<file path="config.mk">
export PLATFORM = sky130hd
export DESIGN_NAME = decode_top
export DESIGN_NICKNAME = d
export VERILOG_FILES = /design/src/hdl/mips_pkg.sv /design/src/hdl/main_decoder.sv /design/src/hdl/alu_decoder.sv /design/src/hdl/reg_file.sv /design/src/hdl/pipe_reg.sv /design/src/hdl/decode_stage.sv /design/src/hdl/decode_top.sv
export SDC_FILE = /design/constraint.sdc
export NUM_CORES = 2
export LEC_CHECK = 0
export BUFFER_PORTS_ARGS = -buffer_cell sky130_fd_sc_hd__buf_2
export CAP_MARGIN = 20
export CORE_UTILIZATION = 34
export DETAILED_ROUTE_END_ITERATION = 6
export PLACE_DENSITY = 0.5
export SYNTH_ARGS = -nofsm -noshare
export SYNTH_HDL_FRONTEND = slang
export SYNTH_SLANG_ARGS = --single-unit
export TNS_END_PERCENT = 10
</file>
<file path="constraint.sdc">
create_clock -name clk -period 6.48 [get_ports clk]
set_input_delay 1.296 -clock clk [delete_from_list [all_inputs] [get_ports clk]]
set_output_delay 1.296 -clock clk [all_outputs]
set_load 0.005 [all_outputs]
</file>
<file path="src/hdl/mips_pkg.sv">
package mips_pkg;

	// major opcodes
	localparam logic [5:0] op_special = 6'b000000;
	localparam logic [5:0] op_regimm  = 6'b000001;
	localparam logic [5:0] op_j       = 6'b000010;
	localparam logic [5:0] op_jal     = 6'b000011;
	localparam logic [5:0] op_beq     = 6'b000100;
	localparam logic [5:0] op_bne     = 6'b000101;
	localparam logic [5:0] op_blez    = 6'b000110;
	localparam logic [5:0] op_bgtz    = 6'b000111;
	localparam logic [5:0] op_addi    = 6'b001000;
	localparam logic [5:0] op_addiu   = 6'b001001;
	localparam logic [5:0] op_slti    = 6'b001010;
	localparam logic [5:0] op_sltiu   = 6'b001011;
	localparam logic [5:0] op_andi    = 6'b001100;
	localparam logic [5:0] op_ori     = 6'b001101;
	localparam logic [5:0] op_xori    = 6'b001110;
	localparam logic [5:0] op_lui     = 6'b001111;
	localparam logic [5:0] op_cop0    = 6'b010000;
	localparam logic [5:0] op_lb      = 6'b100000;
	localparam logic [5:0] op_lh      = 6'b100001;
	localparam logic [5:0] op_lw      = 6'b100011;
	localparam logic [5:0] op_lbu     = 6'b100100;
	localparam logic [5:0] op_lhu     = 6'b100101;
	localparam logic [5:0] op_sb      = 6'b101000;
	localparam logic [5:0] op_sh      = 6'b101001;
	localparam logic [5:0] op_sw      = 6'b101011;

	// special funct field
	localparam logic [5:0] fn_sll     = 6'b000000;
	localparam logic [5:0] fn_srl     = 6'b000010;
	localparam logic [5:0] fn_sra     = 6'b000011;
	localparam logic [5:0] fn_sllv    = 6'b000100;
	localparam logic [5:0] fn_srlv    = 6'b000110;
	localparam logic [5:0] fn_srav    = 6'b000111;
	localparam logic [5:0] fn_jr      = 6'b001000;
	localparam logic [5:0] fn_jalr    = 6'b001001;
	localparam logic [5:0] fn_syscall = 6'b001100;
	localparam logic [5:0] fn_break   = 6'b001101;
	localparam logic [5:0] fn_mfhi    = 6'b010000;
	localparam logic [5:0] fn_mthi    = 6'b010001;
	localparam logic [5:0] fn_mflo    = 6'b010010;
	localparam logic [5:0] fn_mtlo    = 6'b010011;
	localparam logic [5:0] fn_mult    = 6'b011000;
	localparam logic [5:0] fn_multu   = 6'b011001;
	localparam logic [5:0] fn_div     = 6'b011010;
	localparam logic [5:0] fn_divu    = 6'b011011;
	localparam logic [5:0] fn_add     = 6'b100000;
	localparam logic [5:0] fn_addu    = 6'b100001;
	localparam logic [5:0] fn_sub     = 6'b100010;
	localparam logic [5:0] fn_subu    = 6'b100011;
	localparam logic [5:0] fn_and     = 6'b100100;
	localparam logic [5:0] fn_or      = 6'b100101;
	localparam logic [5:0] fn_xor     = 6'b100110;
	localparam logic [5:0] fn_nor     = 6'b100111;
	localparam logic [5:0] fn_slt     = 6'b101010;
	localparam logic [5:0] fn_sltu    = 6'b101011;

	// regimm rt field
	localparam logic [4:0] rt_bltz    = 5'b00000;
	localparam logic [4:0] rt_bgez    = 5'b00001;
	localparam logic [4:0] rt_bltzal  = 5'b10000;
	localparam logic [4:0] rt_bgezal  = 5'b10001;

	// cop0 rs field
	localparam logic [4:0] rs_mfc0    = 5'b00000;
	localparam logic [4:0] rs_mtc0    = 5'b00100;

	localparam logic [31:0] eret_word = 32'h4200_0018;

	typedef enum logic [1:0] {dst_rt = 2'b00, dst_rd = 2'b01, dst_ra = 2'b10} reg_dst_e;

	typedef enum logic [1:0] {wb_alu = 2'b00, wb_mem = 2'b01, wb_cp0 = 2'b10} wb_src_e;

	typedef enum logic [3:0] {
		alu_add, alu_addu, alu_sub, alu_subu,
		alu_and, alu_or, alu_xor, alu_nor,
		alu_slt, alu_sltu, alu_sll, alu_srl, alu_sra,
		alu_lui, alu_none
	} alu_op_e;

	// field order matches the 15-bit control literals, msb first
	typedef struct packed {
		logic     reg_write;
		reg_dst_e reg_dst;
		logic     alu_src_pc;
		logic     alu_src_imm;
		wb_src_e  wb_src;
		logic     hilo_read;
		logic     hilo_write;
		logic     branch;
		logic     unsign_ext;
		logic     jump;
		logic     mem_load;
		logic     cp0_write;
		logic     cp0_read;
	} ctrl_t;

	typedef struct packed {
		logic ri;
		logic syscall;
		logic brk;
		logic eret;
	} exc_t;

	typedef struct packed {
		logic [31:0] pc;
		logic [31:0] instr;
	} fetch_t;

	typedef struct packed {
		logic [31:0] pc;
		ctrl_t       ctrl;
		alu_op_e     alu_op;
		exc_t        exc;
		logic [31:0] rs_val;
		logic [31:0] rt_val;
		logic [31:0] imm_ext;
		logic [4:0]  rs;
		logic [4:0]  rt;
		logic [4:0]  dest;
		logic [4:0]  shamt;
	} decode_t;

endpackage

</file>
<file path="src/hdl/main_decoder.sv">
`timescale 1ns/1ps

module main_decoder import mips_pkg::*; (
	input  logic [31:0] instr,
	input  logic        flush_except,
	output ctrl_t       ctrl,
	output exc_t        exc
);

	logic [5:0] opcode;
	logic [4:0] rs;
	logic [4:0] rt;
	logic [5:0] funct;
	logic       is_eret;

	assign opcode  = instr[31:26];
	assign rs      = instr[25:21];
	assign rt      = instr[20:16];
	assign funct   = instr[5:0];
	assign is_eret = (instr == eret_word);

	// trap flags are masked while an earlier exception is flushing
	assign exc.syscall = !flush_except && (opcode == op_special) && (funct == fn_syscall);
	assign exc.brk     = !flush_except && (opcode == op_special) && (funct == fn_break);
	assign exc.eret    = is_eret;

	// literal layout: wr_dst_pc_imm_wb_hr_hw_br_ue_j_ld_c0w_c0r
	always_comb begin
		exc.ri = 1'b0;
		ctrl   = ctrl_t'(15'b0_00_0_0_00_0_0_0_0_0_0_0_0);
		case (opcode)
			op_special: begin
				case (funct)
					fn_mthi, fn_mtlo:
						ctrl = ctrl_t'(15'b0_00_0_0_00_1_1_0_0_0_0_0_0);
					fn_mfhi, fn_mflo:
						ctrl = ctrl_t'(15'b1_01_0_0_00_1_0_0_0_0_0_0_0);
					fn_mult, fn_multu, fn_div, fn_divu:
						ctrl = ctrl_t'(15'b1_01_0_0_00_0_1_0_0_0_0_0_0);
					fn_jr: begin
						// rt, rd and sa must all be zero
						if (instr[20:6] != 15'b0)
							exc.ri = 1'b1;
						else
							ctrl = ctrl_t'(15'b0_00_0_0_00_0_0_0_0_1_0_0_0);
					end
					fn_jalr: begin
						if (rt != 5'b0 || instr[10:6] != 5'b0)
							exc.ri = 1'b1;
						else
							ctrl = ctrl_t'(15'b1_01_1_0_00_0_0_0_0_1_0_0_0);
					end
					fn_syscall, fn_break:
						ctrl = ctrl_t'(15'b0_00_0_0_00_0_0_0_0_0_0_0_0);
					// plain alu ops write rd
					default:
						ctrl = ctrl_t'(15'b1_01_0_0_00_0_0_0_0_0_0_0_0);
				endcase
			end
			op_addi, op_addiu, op_slti, op_sltiu:
				ctrl = ctrl_t'(15'b1_00_0_1_00_0_0_0_0_0_0_0_0);
			op_andi, op_ori, op_xori, op_lui:
				ctrl = ctrl_t'(15'b1_00_0_1_00_0_0_0_1_0_0_0_0);
			op_lw, op_lb, op_lbu, op_lh, op_lhu:
				ctrl = ctrl_t'(15'b1_00_0_1_01_0_0_0_0_0_1_0_0);
			op_sw, op_sb, op_sh:
				ctrl = ctrl_t'(15'b0_00_0_1_00_0_0_0_0_0_0_0_0);
			op_beq, op_bne:
				ctrl = ctrl_t'(15'b0_00_0_0_00_0_0_1_0_0_0_0_0);
			op_bgtz, op_blez: begin
				if (rt != 5'b0)
					exc.ri = 1'b1;
				else
					ctrl = ctrl_t'(15'b0_00_0_0_00_0_0_1_0_0_0_0_0);
			end
			op_regimm: begin
				case (rt)
					// link variants write r31 with pc+8
					rt_bltzal, rt_bgezal:
						ctrl = ctrl_t'(15'b1_10_1_0_00_0_0_1_0_0_0_0_0);
					rt_bltz, rt_bgez:
						ctrl = ctrl_t'(15'b0_00_0_0_00_0_0_1_0_0_0_0_0);
					default:
						exc.ri = 1'b1;
				endcase
			end
			op_j:
				ctrl = ctrl_t'(15'b0_00_0_0_00_0_0_0_0_1_0_0_0);
			op_jal:
				ctrl = ctrl_t'(15'b1_10_1_0_00_0_0_0_0_1_0_0_0);
			op_cop0: begin
				case (rs)
					rs_mfc0:
						ctrl = ctrl_t'(15'b1_00_0_0_10_0_0_0_0_0_0_0_1);
					rs_mtc0:
						ctrl = ctrl_t'(15'b0_00_0_0_00_0_0_0_0_0_0_1_0);
					default:
						exc.ri = !is_eret;
				endcase
			end
			default:
				exc.ri = 1'b1;
		endcase
		assert (!(ctrl.branch && ctrl.jump));
	end

endmodule

</file>
<file path="src/hdl/alu_decoder.sv">
`timescale 1ns/1ps

module alu_decoder import mips_pkg::*; (
	input  logic [31:0] instr,
	output alu_op_e     alu_op
);

	logic [5:0] opcode;
	logic [5:0] funct;

	assign opcode = instr[31:26];
	assign funct  = instr[5:0];

	always_comb begin
		alu_op = alu_none;
		case (opcode)
			op_special: begin
				case (funct)
					fn_add:               alu_op = alu_add;
					fn_addu:              alu_op = alu_addu;
					fn_sub:               alu_op = alu_sub;
					fn_subu:              alu_op = alu_subu;
					fn_and:               alu_op = alu_and;
					fn_or:                alu_op = alu_or;
					fn_xor:               alu_op = alu_xor;
					fn_nor:               alu_op = alu_nor;
					fn_slt:               alu_op = alu_slt;
					fn_sltu:              alu_op = alu_sltu;
					// variable shifts share the fixed shift ops
					fn_sll, fn_sllv:      alu_op = alu_sll;
					fn_srl, fn_srlv:      alu_op = alu_srl;
					fn_sra, fn_srav:      alu_op = alu_sra;
					fn_jr, fn_jalr:       alu_op = alu_add;
					default:              alu_op = alu_none;
				endcase
			end
			op_addi:                      alu_op = alu_add;
			op_addiu:                     alu_op = alu_addu;
			op_slti:                      alu_op = alu_slt;
			op_sltiu:                     alu_op = alu_sltu;
			op_andi:                      alu_op = alu_and;
			op_ori:                       alu_op = alu_or;
			op_xori:                      alu_op = alu_xor;
			op_lui:                       alu_op = alu_lui;
			// address and link computations
			op_lw, op_lb, op_lbu, op_lh, op_lhu,
			op_sw, op_sb, op_sh:          alu_op = alu_add;
			op_beq, op_bne, op_blez, op_bgtz,
			op_regimm, op_j, op_jal:      alu_op = alu_add;
			default:                      alu_op = alu_none;
		endcase
	end

endmodule

</file>
<file path="src/hdl/reg_file.sv">
`timescale 1ns/1ps

module reg_file #(
	parameter int REG_COUNT = 32
) (
	input  logic        clk,
	input  logic        rst_n,
	input  logic        we,
	input  logic [4:0]  waddr,
	input  logic [31:0] wdata,
	input  logic [4:0]  raddr_a,
	input  logic [4:0]  raddr_b,
	output logic [31:0] rdata_a,
	output logic [31:0] rdata_b
);

	localparam int addr_w = $clog2(REG_COUNT);

	logic [31:0] regs [REG_COUNT];

	// r0 and anything past the top entry read as zero
	function automatic logic [31:0] read_port(input logic [4:0] addr);
		if (addr == 5'd0 || int'(addr) >= REG_COUNT)
			return 32'd0;
		if (we && waddr == addr)
			return wdata;
		return regs[addr[addr_w-1:0]];
	endfunction

	// reads follow the write port and the stored entries too
	always_comb begin
		rdata_a = read_port(raddr_a);
		rdata_b = read_port(raddr_b);
	end

	always_ff @(posedge clk) begin
		if (!rst_n) begin
			for (int i = 0; i < REG_COUNT; i++)
				regs[i] <= 32'd0;
		end else if (we && waddr != 5'd0 && int'(waddr) < REG_COUNT) begin
			regs[waddr[addr_w-1:0]] <= wdata;
		end
	end

	assert property (@(posedge clk) disable iff (!rst_n) raddr_a == 5'd0 |-> rdata_a == 32'd0);

endmodule

</file>
<file path="src/hdl/pipe_reg.sv">
`timescale 1ns/1ps

module pipe_reg #(
	parameter type payload_t = logic [31:0]
) (
	input  logic     clk,
	input  logic     rst_n,
	input  logic     stall,
	input  logic     flush,
	input  logic     in_valid,
	input  payload_t in_data,
	output logic     out_valid,
	output payload_t out_data
);

	// stall wins over flush, so a held entry stays valid
	always_ff @(posedge clk) begin
		if (!rst_n) begin
			out_valid <= 1'b0;
			out_data  <= '0;
		end else if (!stall) begin
			out_valid <= in_valid && !flush;
			out_data  <= in_data;
		end
	end

	assert property (@(posedge clk) !rst_n |=> !out_valid);

endmodule

</file>
<file path="src/hdl/decode_stage.sv">
`timescale 1ns/1ps

module decode_stage import mips_pkg::*; #(
	parameter int REG_COUNT = 32
) (
	input  logic        clk,
	input  logic        rst_n,
	input  logic        flush_except,
	input  fetch_t      in_data,
	input  logic        wb_en,
	input  logic [4:0]  wb_addr,
	input  logic [31:0] wb_data,
	output decode_t     out_data
);

	logic [31:0] instr;
	logic [15:0] imm;
	logic [4:0]  rd;

	assign instr = in_data.instr;
	assign imm   = instr[15:0];
	assign rd    = instr[15:11];

	assign out_data.pc    = in_data.pc;
	assign out_data.rs    = instr[25:21];
	assign out_data.rt    = instr[20:16];
	assign out_data.shamt = instr[10:6];

	main_decoder u_main_dec (
		.instr        (instr),
		.flush_except (flush_except),
		.ctrl         (out_data.ctrl),
		.exc          (out_data.exc)
	);

	alu_decoder u_alu_dec (
		.instr  (instr),
		.alu_op (out_data.alu_op)
	);

	reg_file #(.REG_COUNT(REG_COUNT)) u_regs (
		.clk     (clk),
		.rst_n   (rst_n),
		.we      (wb_en),
		.waddr   (wb_addr),
		.wdata   (wb_data),
		.raddr_a (instr[25:21]),
		.raddr_b (instr[20:16]),
		.rdata_a (out_data.rs_val),
		.rdata_b (out_data.rt_val)
	);

	// link instructions target r31
	always_comb begin
		case (out_data.ctrl.reg_dst)
			dst_rd:  out_data.dest = rd;
			dst_ra:  out_data.dest = 5'd31;
			default: out_data.dest = instr[20:16];
		endcase
	end

	assign out_data.imm_ext = out_data.ctrl.unsign_ext ? {16'd0, imm} : {{16{imm[15]}}, imm};

endmodule

</file>
<file path="src/hdl/decode_top.sv">
`timescale 1ns/1ps

module decode_top import mips_pkg::*; #(
	parameter int REG_COUNT = 32
) (
	input  logic        clk,
	input  logic        rst_n,
	input  logic        fetch_valid,
	input  fetch_t      fetch,
	input  logic        stall,
	input  logic        flush,
	input  logic        flush_except,
	input  logic        wb_en,
	input  logic [4:0]  wb_addr,
	input  logic [31:0] wb_data,
	output logic        dec_valid,
	output decode_t     dec
);

	logic    if_valid;
	fetch_t  if_data;
	decode_t id_data;

	// fetch/decode register
	pipe_reg #(.payload_t(fetch_t)) u_if_id (
		.clk       (clk),
		.rst_n     (rst_n),
		.stall     (stall),
		.flush     (flush),
		.in_valid  (fetch_valid),
		.in_data   (fetch),
		.out_valid (if_valid),
		.out_data  (if_data)
	);

	decode_stage #(.REG_COUNT(REG_COUNT)) u_decode (
		.clk          (clk),
		.rst_n        (rst_n),
		.flush_except (flush_except),
		.in_data      (if_data),
		.wb_en        (wb_en),
		.wb_addr      (wb_addr),
		.wb_data      (wb_data),
		.out_data     (id_data)
	);

	// decode/execute register, never flushed from here
	pipe_reg #(.payload_t(decode_t)) u_id_ex (
		.clk       (clk),
		.rst_n     (rst_n),
		.stall     (stall),
		.flush     (1'b0),
		.in_valid  (if_valid),
		.in_data   (id_data),
		.out_valid (dec_valid),
		.out_data  (dec)
	);

endmodule

</file>
---- Yosys cells after proc, flatten, opt, wreduce, memory -nomap -nowiden ----
Memories as Yosys holds them, arrays and structs flattened. A register that Yosys moved wholly into a read port is not among the register bits.
Index checks and enable logic that the tools add are counted.
word-level totals
  input bits .............................. 108
  bits in writable memories ............... 1024
  memories kept ........................... 2
  logic and storage cells ................. 156
  flip-flop bits (word level) ............. 237
  ROM bits ................................ 256
memory list
  memory                depth  bits a word  read ports  clocked after memory_dff  wr ports  RTL line           RTL
  u_decode.u_regs.regs  32     32           2           2                         32        reg_file.sv:19     logic [31:0] regs [REG_COUNT];
  (name not given)      64     4            1           1                         0         alu_decoder.sv:18  case (funct)
cells by class
  multiplexer cells ....................... 44
  equal/unequal tests ..................... 45
  reductions and logical operators ........ 35
operator list
  operator                                                            number
  32-bit two-way mux                                                  10
  15-bit one-hot mux with 11 select lines                             1
  15-bit one-hot mux with 6 select lines                              1
  6-bit by 4-bit == test with 1-bit output (second input constant)    12
  15-bit one-hot mux with 2 select lines                              2
  6-bit by 5-bit == test with 1-bit output (second input constant)    9
  6-bit == test (second input constant)                               8
  4-bit one-hot mux with 9 select lines                               1
  32-bit by 31-bit == test with 1-bit output (second input constant)  1
  32-bit OR reduction                                                 1
  5-bit two-way mux                                                   5
  6-bit by 3-bit == test with 1-bit output (second input constant)    4
  20-bit OR reduction                                                 1
  6-bit two-way mux                                                   3
  1-bit two-way mux                                                   16
  16-bit OR reduction                                                 1
  2-bit OR reduction                                                  8
  4-bit OR reduction                                                  4
  15-bit two-way mux                                                  1
  15-bit nonzero test                                                 1
  5-bit nonzero test                                                  3
  6-bit by 2-bit == test with 1-bit output (second input constant)    2
  5-bit == test                                                       2
  5-bit == test (second input constant)                               2
  16 further kinds                                                    25

---- Longest topological paths before layout ----
  depth after elaboration ................. 7
  gate-level depth with buffers ........... 10
  gate-level depth less buffers ........... 9

---- Cells and area by module ----
From an unflattened synthesis, not the netlist that was laid out.
second synthesis, totals
  cells, all modules ...................... 4798
  area total of the unflattened synthesis .. 65565.4 um^2
by module, submodules not included
  module              cells an instance  area an instance (um^2)  instances  sequential area each (um^2)
  reg_file            3813               55074.1                  1          30749.5
  pipe_reg (u_id_ex)  554                6496.2                   1          3443.3
  pipe_reg (u_if_id)  210                2514.9                   1          1301.2
  decode_stage        99                 709.4                    1          0.0
  main_decoder        82                 506.7                    1          0.0
  alu_decoder         39                 260.2                    1          0.0
  decode_top          1                  3.8                      1          0.0

---- Least setup slack after synthesis ----
OpenSTA, ideal clock, no wires.
  kind .................................... input port to flip-flop
  start ................................... in wb_addr[3]
  end ..................................... mem u_decode.u_regs.regs[24][0], enable pin
  cell stages on the path ................. 6
  data required time ...................... 6.014 ns
  arrival time ............................ 4.419 ns
  setup slack ............................. 1.595 ns
  setup time .............................. 0.466 ns
  path buffers ............................ 3
  path through ............................ buf_2 or3_1 clkbuf_1 nand3b_1 buf_2 o21ai_0
RTL lines
  item             RTL line          RTL
  start, declared  decode_top.sv:14  input logic [4:0] wb_addr,
  end, declared    reg_file.sv:19

==> impl_metrics.ini <==
[status]
outcome = finished, violations left
violations = design-rule violations

[grt]
overflow = 0
grt_pass1_wl_mm = 296.1
grt_usage_pct = 22.42
antenna_found_initial = 21
grt_pass1_vias = 38330
grt_start_max_net_pins = 107

[timing]
setup_violations = 0
rsz0062_at_grt = false
fmax_ghz = 0.2666
drv_slew = 0
fin_setup_tns_ns = 0
max_slew_margin_pct = 18.02
post-route-min-period_ns = 3.750
finClkSkew_ns = 0.02199
fin_crit_sh_pct = 57.88
final_hold_viol_count = 0
worst_pin_slew_ns = 1.226

[yosys]
yosys_warnings = 0
synth_area_leaders = edfxtp_1, mux4_2, and2_1, dfxtp_1, mux2i_1
ys_ff_latch = 1253
synth_edf_count = 1024
syn_avg_cell_area_um2 = 14.87
postSynthCellCount = 4199
async_flop_share_pct = 0
synth_largest_area_cell = edfxtp_1
synth_cell_types = 67
synth_seq_area_share_pct = 56.58
yosysTopAreaCellShare_pct = 49.24
synth_top_flop_cell = edfxtp_1
synthesis.area_um2 = 62450

[die]
fp.dieArea_um2 = 185400
num_rows = 156
die_height_um = 430.6
io-pin-count = 280
die_w_um = 430.6
initial_core_util_pct = 34.41
core_area_um2 = 181500

[clock_tree]
cts_buffers = 145
cts_buffer_depth = 3
post_cts_buffers = 0
clk_pin_slew_ns = 0.06
cts_root_buffer = clkbuf_16
htreeDepth = 4
ctsResizeCount = 0
cts_tree = yes
hold_buffers = 0
clock_sinks = 1253
clk_latency_ns = 0.79

[critical_path]
r2r_end = u_id_ex.out_data[115]$_SDFFE_PN0N_
cp-end-kind = flip-flop
max_stage_delay_ns = 0.95
crit_chain = buf_4 -> buf_4 -> nand4_1 -> buf_4 -> o21ai_4 -> buf_4
cp_slowest_cell = o21ai_4
crit_family = buffers and inverters
cp_common_cell = buf_4
critical_path_arrival_ns = 4.22
rrSetupSlack_ns = 3.25
crit_path_start_kind = primary input
cp_num_buf_inv = 4
path_class = in2reg
cp_data_required_time_ns = 6.95
r2r.worst_path.cells = 6
path_max_fanout = 35

[final_layout]
fill_cells = 16620
area_growth_pct = 14.14
final_nets = 4415
drive_above_1_share_pct = 28.37
finish.utilization_pct = 39.27

[pwr]
peakVddDrop_mv = 0.2965
p_total_mw = 19.73
powerDensity_nw_per_um2 = 276.8
leakage_nw = 24.51

[detailed_routing]
viasPerCell = 5.609
postRouteWirelength_mm = 209.7
wl_per_cell_um = 30.81
first_pass_iters = 7
drt.antenna.violating_nets = 0
drc = 2
vias = 38170
initialDrtViolationCount = 4119

[place]
dpl.hpwl_mm = 127.0
portBuffers = 279
place_congestion = 0.8463

[worst_hold_path]
hp-start = u_id_ex.out_data[35]$_SDFFE_PN0N_
hp-class = reg2reg
min_to = u_id_ex.out_data[35]$_SDFFE_PN0N_
min_path_cells = 2

[job]
max_cap_violations = 0
==> Yosys cell counts, types with 9 or more instances <==
cell / number
buf_1: 34
mux4_2: 576
edfxtp_1: 1024
a222oi_1: 32
o21ai_1: 33
and2_1: 999
nor3_1: 14
a21oi_1: 23
inv_1: 41
clkbuf_1: 312
nand2_1: 58
a22oi_1: 96
a22o_1: 64
o221ai_1: 32
clkinv_1: 33
o21ai_0: 46
nor2_1: 217
mux2i_1: 121
buf_2: 46
dfxtp_1: 229
buf_4: 37
nand3_1: 9
buf_6: 23
==> worst min-delay path, delay by kind of cell, from the launching register on <==
| kind | cells | cell delay, ns |
|---|---|---|
| AO/OA/AOI/OAI | 1 | 0.05 |
| flip-flops | 1 | 0.30 |
| AND/OR/NAND/NOR | 1 | 0.06 |
==> metrics by stage <==
step	cells	hold WS (ns)	instance area, um2	setup WS [ns]
2_1_floorplan	4230	0.4574	62570	1.595
3_3_place_gp	6514	0.4516	66360	1.705
3_5_place_dp	6526	0.4583	66630	1.926
4_1_cts	6791	0.4657	71200	2.757
5_1_grt	6802	0.4890	71280	2.605
6_report	6806	0.4642	71290	2.730
==> state kept, by name, indices dropped and copies added (netlist names), named ones only <==
signal / flops
u_id_ex.out_data: 149
u_if_id.out_valid: 1
u_if_id.out_data: 64
u_decode.u_regs.regs: 1024
u_id_ex.out_valid: 1
==> worst max path at each step <==
stage	endpoint	cells past startpoint	start	slack [ns]
2_1_floorplan	u_decode.u_regs.regs[24][0]$_SDFFCE_PN0P_	6	wb_addr[3]	1.59
3_3_place_gp	u_decode.u_regs.regs[12][12]$_SDFFCE_PN0P_	6	wb_addr[2]	1.71
3_5_place_dp	u_decode.u_regs.regs[11][18]$_SDFFCE_PN0P_	6	rst_n	1.93
4_1_cts	u_decode.u_regs.regs[11][11]$_SDFFCE_PN0P_	6	rst_n	2.76
5_1_grt	u_decode.u_regs.regs[11][10]$_SDFFCE_PN0P_	6	rst_n	2.60
6_report	u_decode.u_regs.regs[11][11]$_SDFFCE_PN0P_	6	rst_n	2.73
==> power by group <==
group | internal [mW] | switching (mW) | leakage, nW | total (mW)
clock network | 4.58 | 3.45 | 2.23 | 8.03
logic | 0.947 | 1.27 | 10.7 | 2.21
registers | 9.15 | 0.335 | 11.6 | 9.49
total | 14.7 | 5.06 | 24.5 | 19.7
==> metal layers <==
layer  routed length [um]  global-route usage, %  part of all wire [%]  vias to the layer above
met3                13500                  3.317                   6.4                      309
li1                     -                      -                     -                    16200
met5                    0                      0                     0                        -
met1                87110                  30.01                    42                    20090
met4                 7525                  8.582                   3.6                        0
met2               101500                  36.75                    48                     1573
==> area by class of cell <==
| type | instances | area, um2 | area share (%) |
|---|---|---|---|
| tap | 2370 | 2965 | 4.160 |
| clock inverter | 64 | 531.8 | 0.7460 |
| timing repair buffer | 380 | 2506 | 3.516 |
| multi-input combinational | 2450 | 25570 | 35.87 |
| inverter | 75 | 286.5 | 0.4019 |
| sequential | 1253 | 35360 | 49.60 |
| clock buffer | 201 | 4038 | 5.664 |
| antenna | 13 | 32.53 | 0.04563 |
==> cell usage in the layout (no fill, tap or decap), types with 14 or more instances in the layout <==
cell type  count
a21oi_1       23
a222oi_1      32
a22o_1        64
a22oi_1       96
and2_1       997
buf_12        17
buf_2        277
buf_4         78
clkbuf_1      40
clkbuf_16    149
clkinv_1      52
clkinv_2      18
conb_1        32
dfxtp_1      221
edfxtp_1    1024
inv_1         41
mux2i_1      121
mux4_2       576
nand2_1       55
nor2_1       183
nor2_4        34
nor3_1        14
o21ai_0       15
o21ai_1       33
o21ai_4       31
o221ai_1      32
==> cells by family (layout without fill, tap and decap cells) <==
| logic type | after synthesis | after routing | share of synthesized area (%) |
|---|---|---|---|
| AND/OR/NAND/NOR | 1347 | 1347 | 12.45 |
| flip-flops | 1253 | 1253 | 56.58 |
| multiplexers | 699 | 699 | 22.75 |
| buffers and inverters | 527 | 720 | 3.758 |
| AO/OA/AOI/OAI | 358 | 358 | 4.251 |
| XOR/XNOR | 12 | 12 | 0.1683 |
| adder cells (fa/ha/maj) | 2 | 2 | 0.04006 |
| other | 1 | 45 | 0.006004 |
Power figures use the tool's default switching activity.
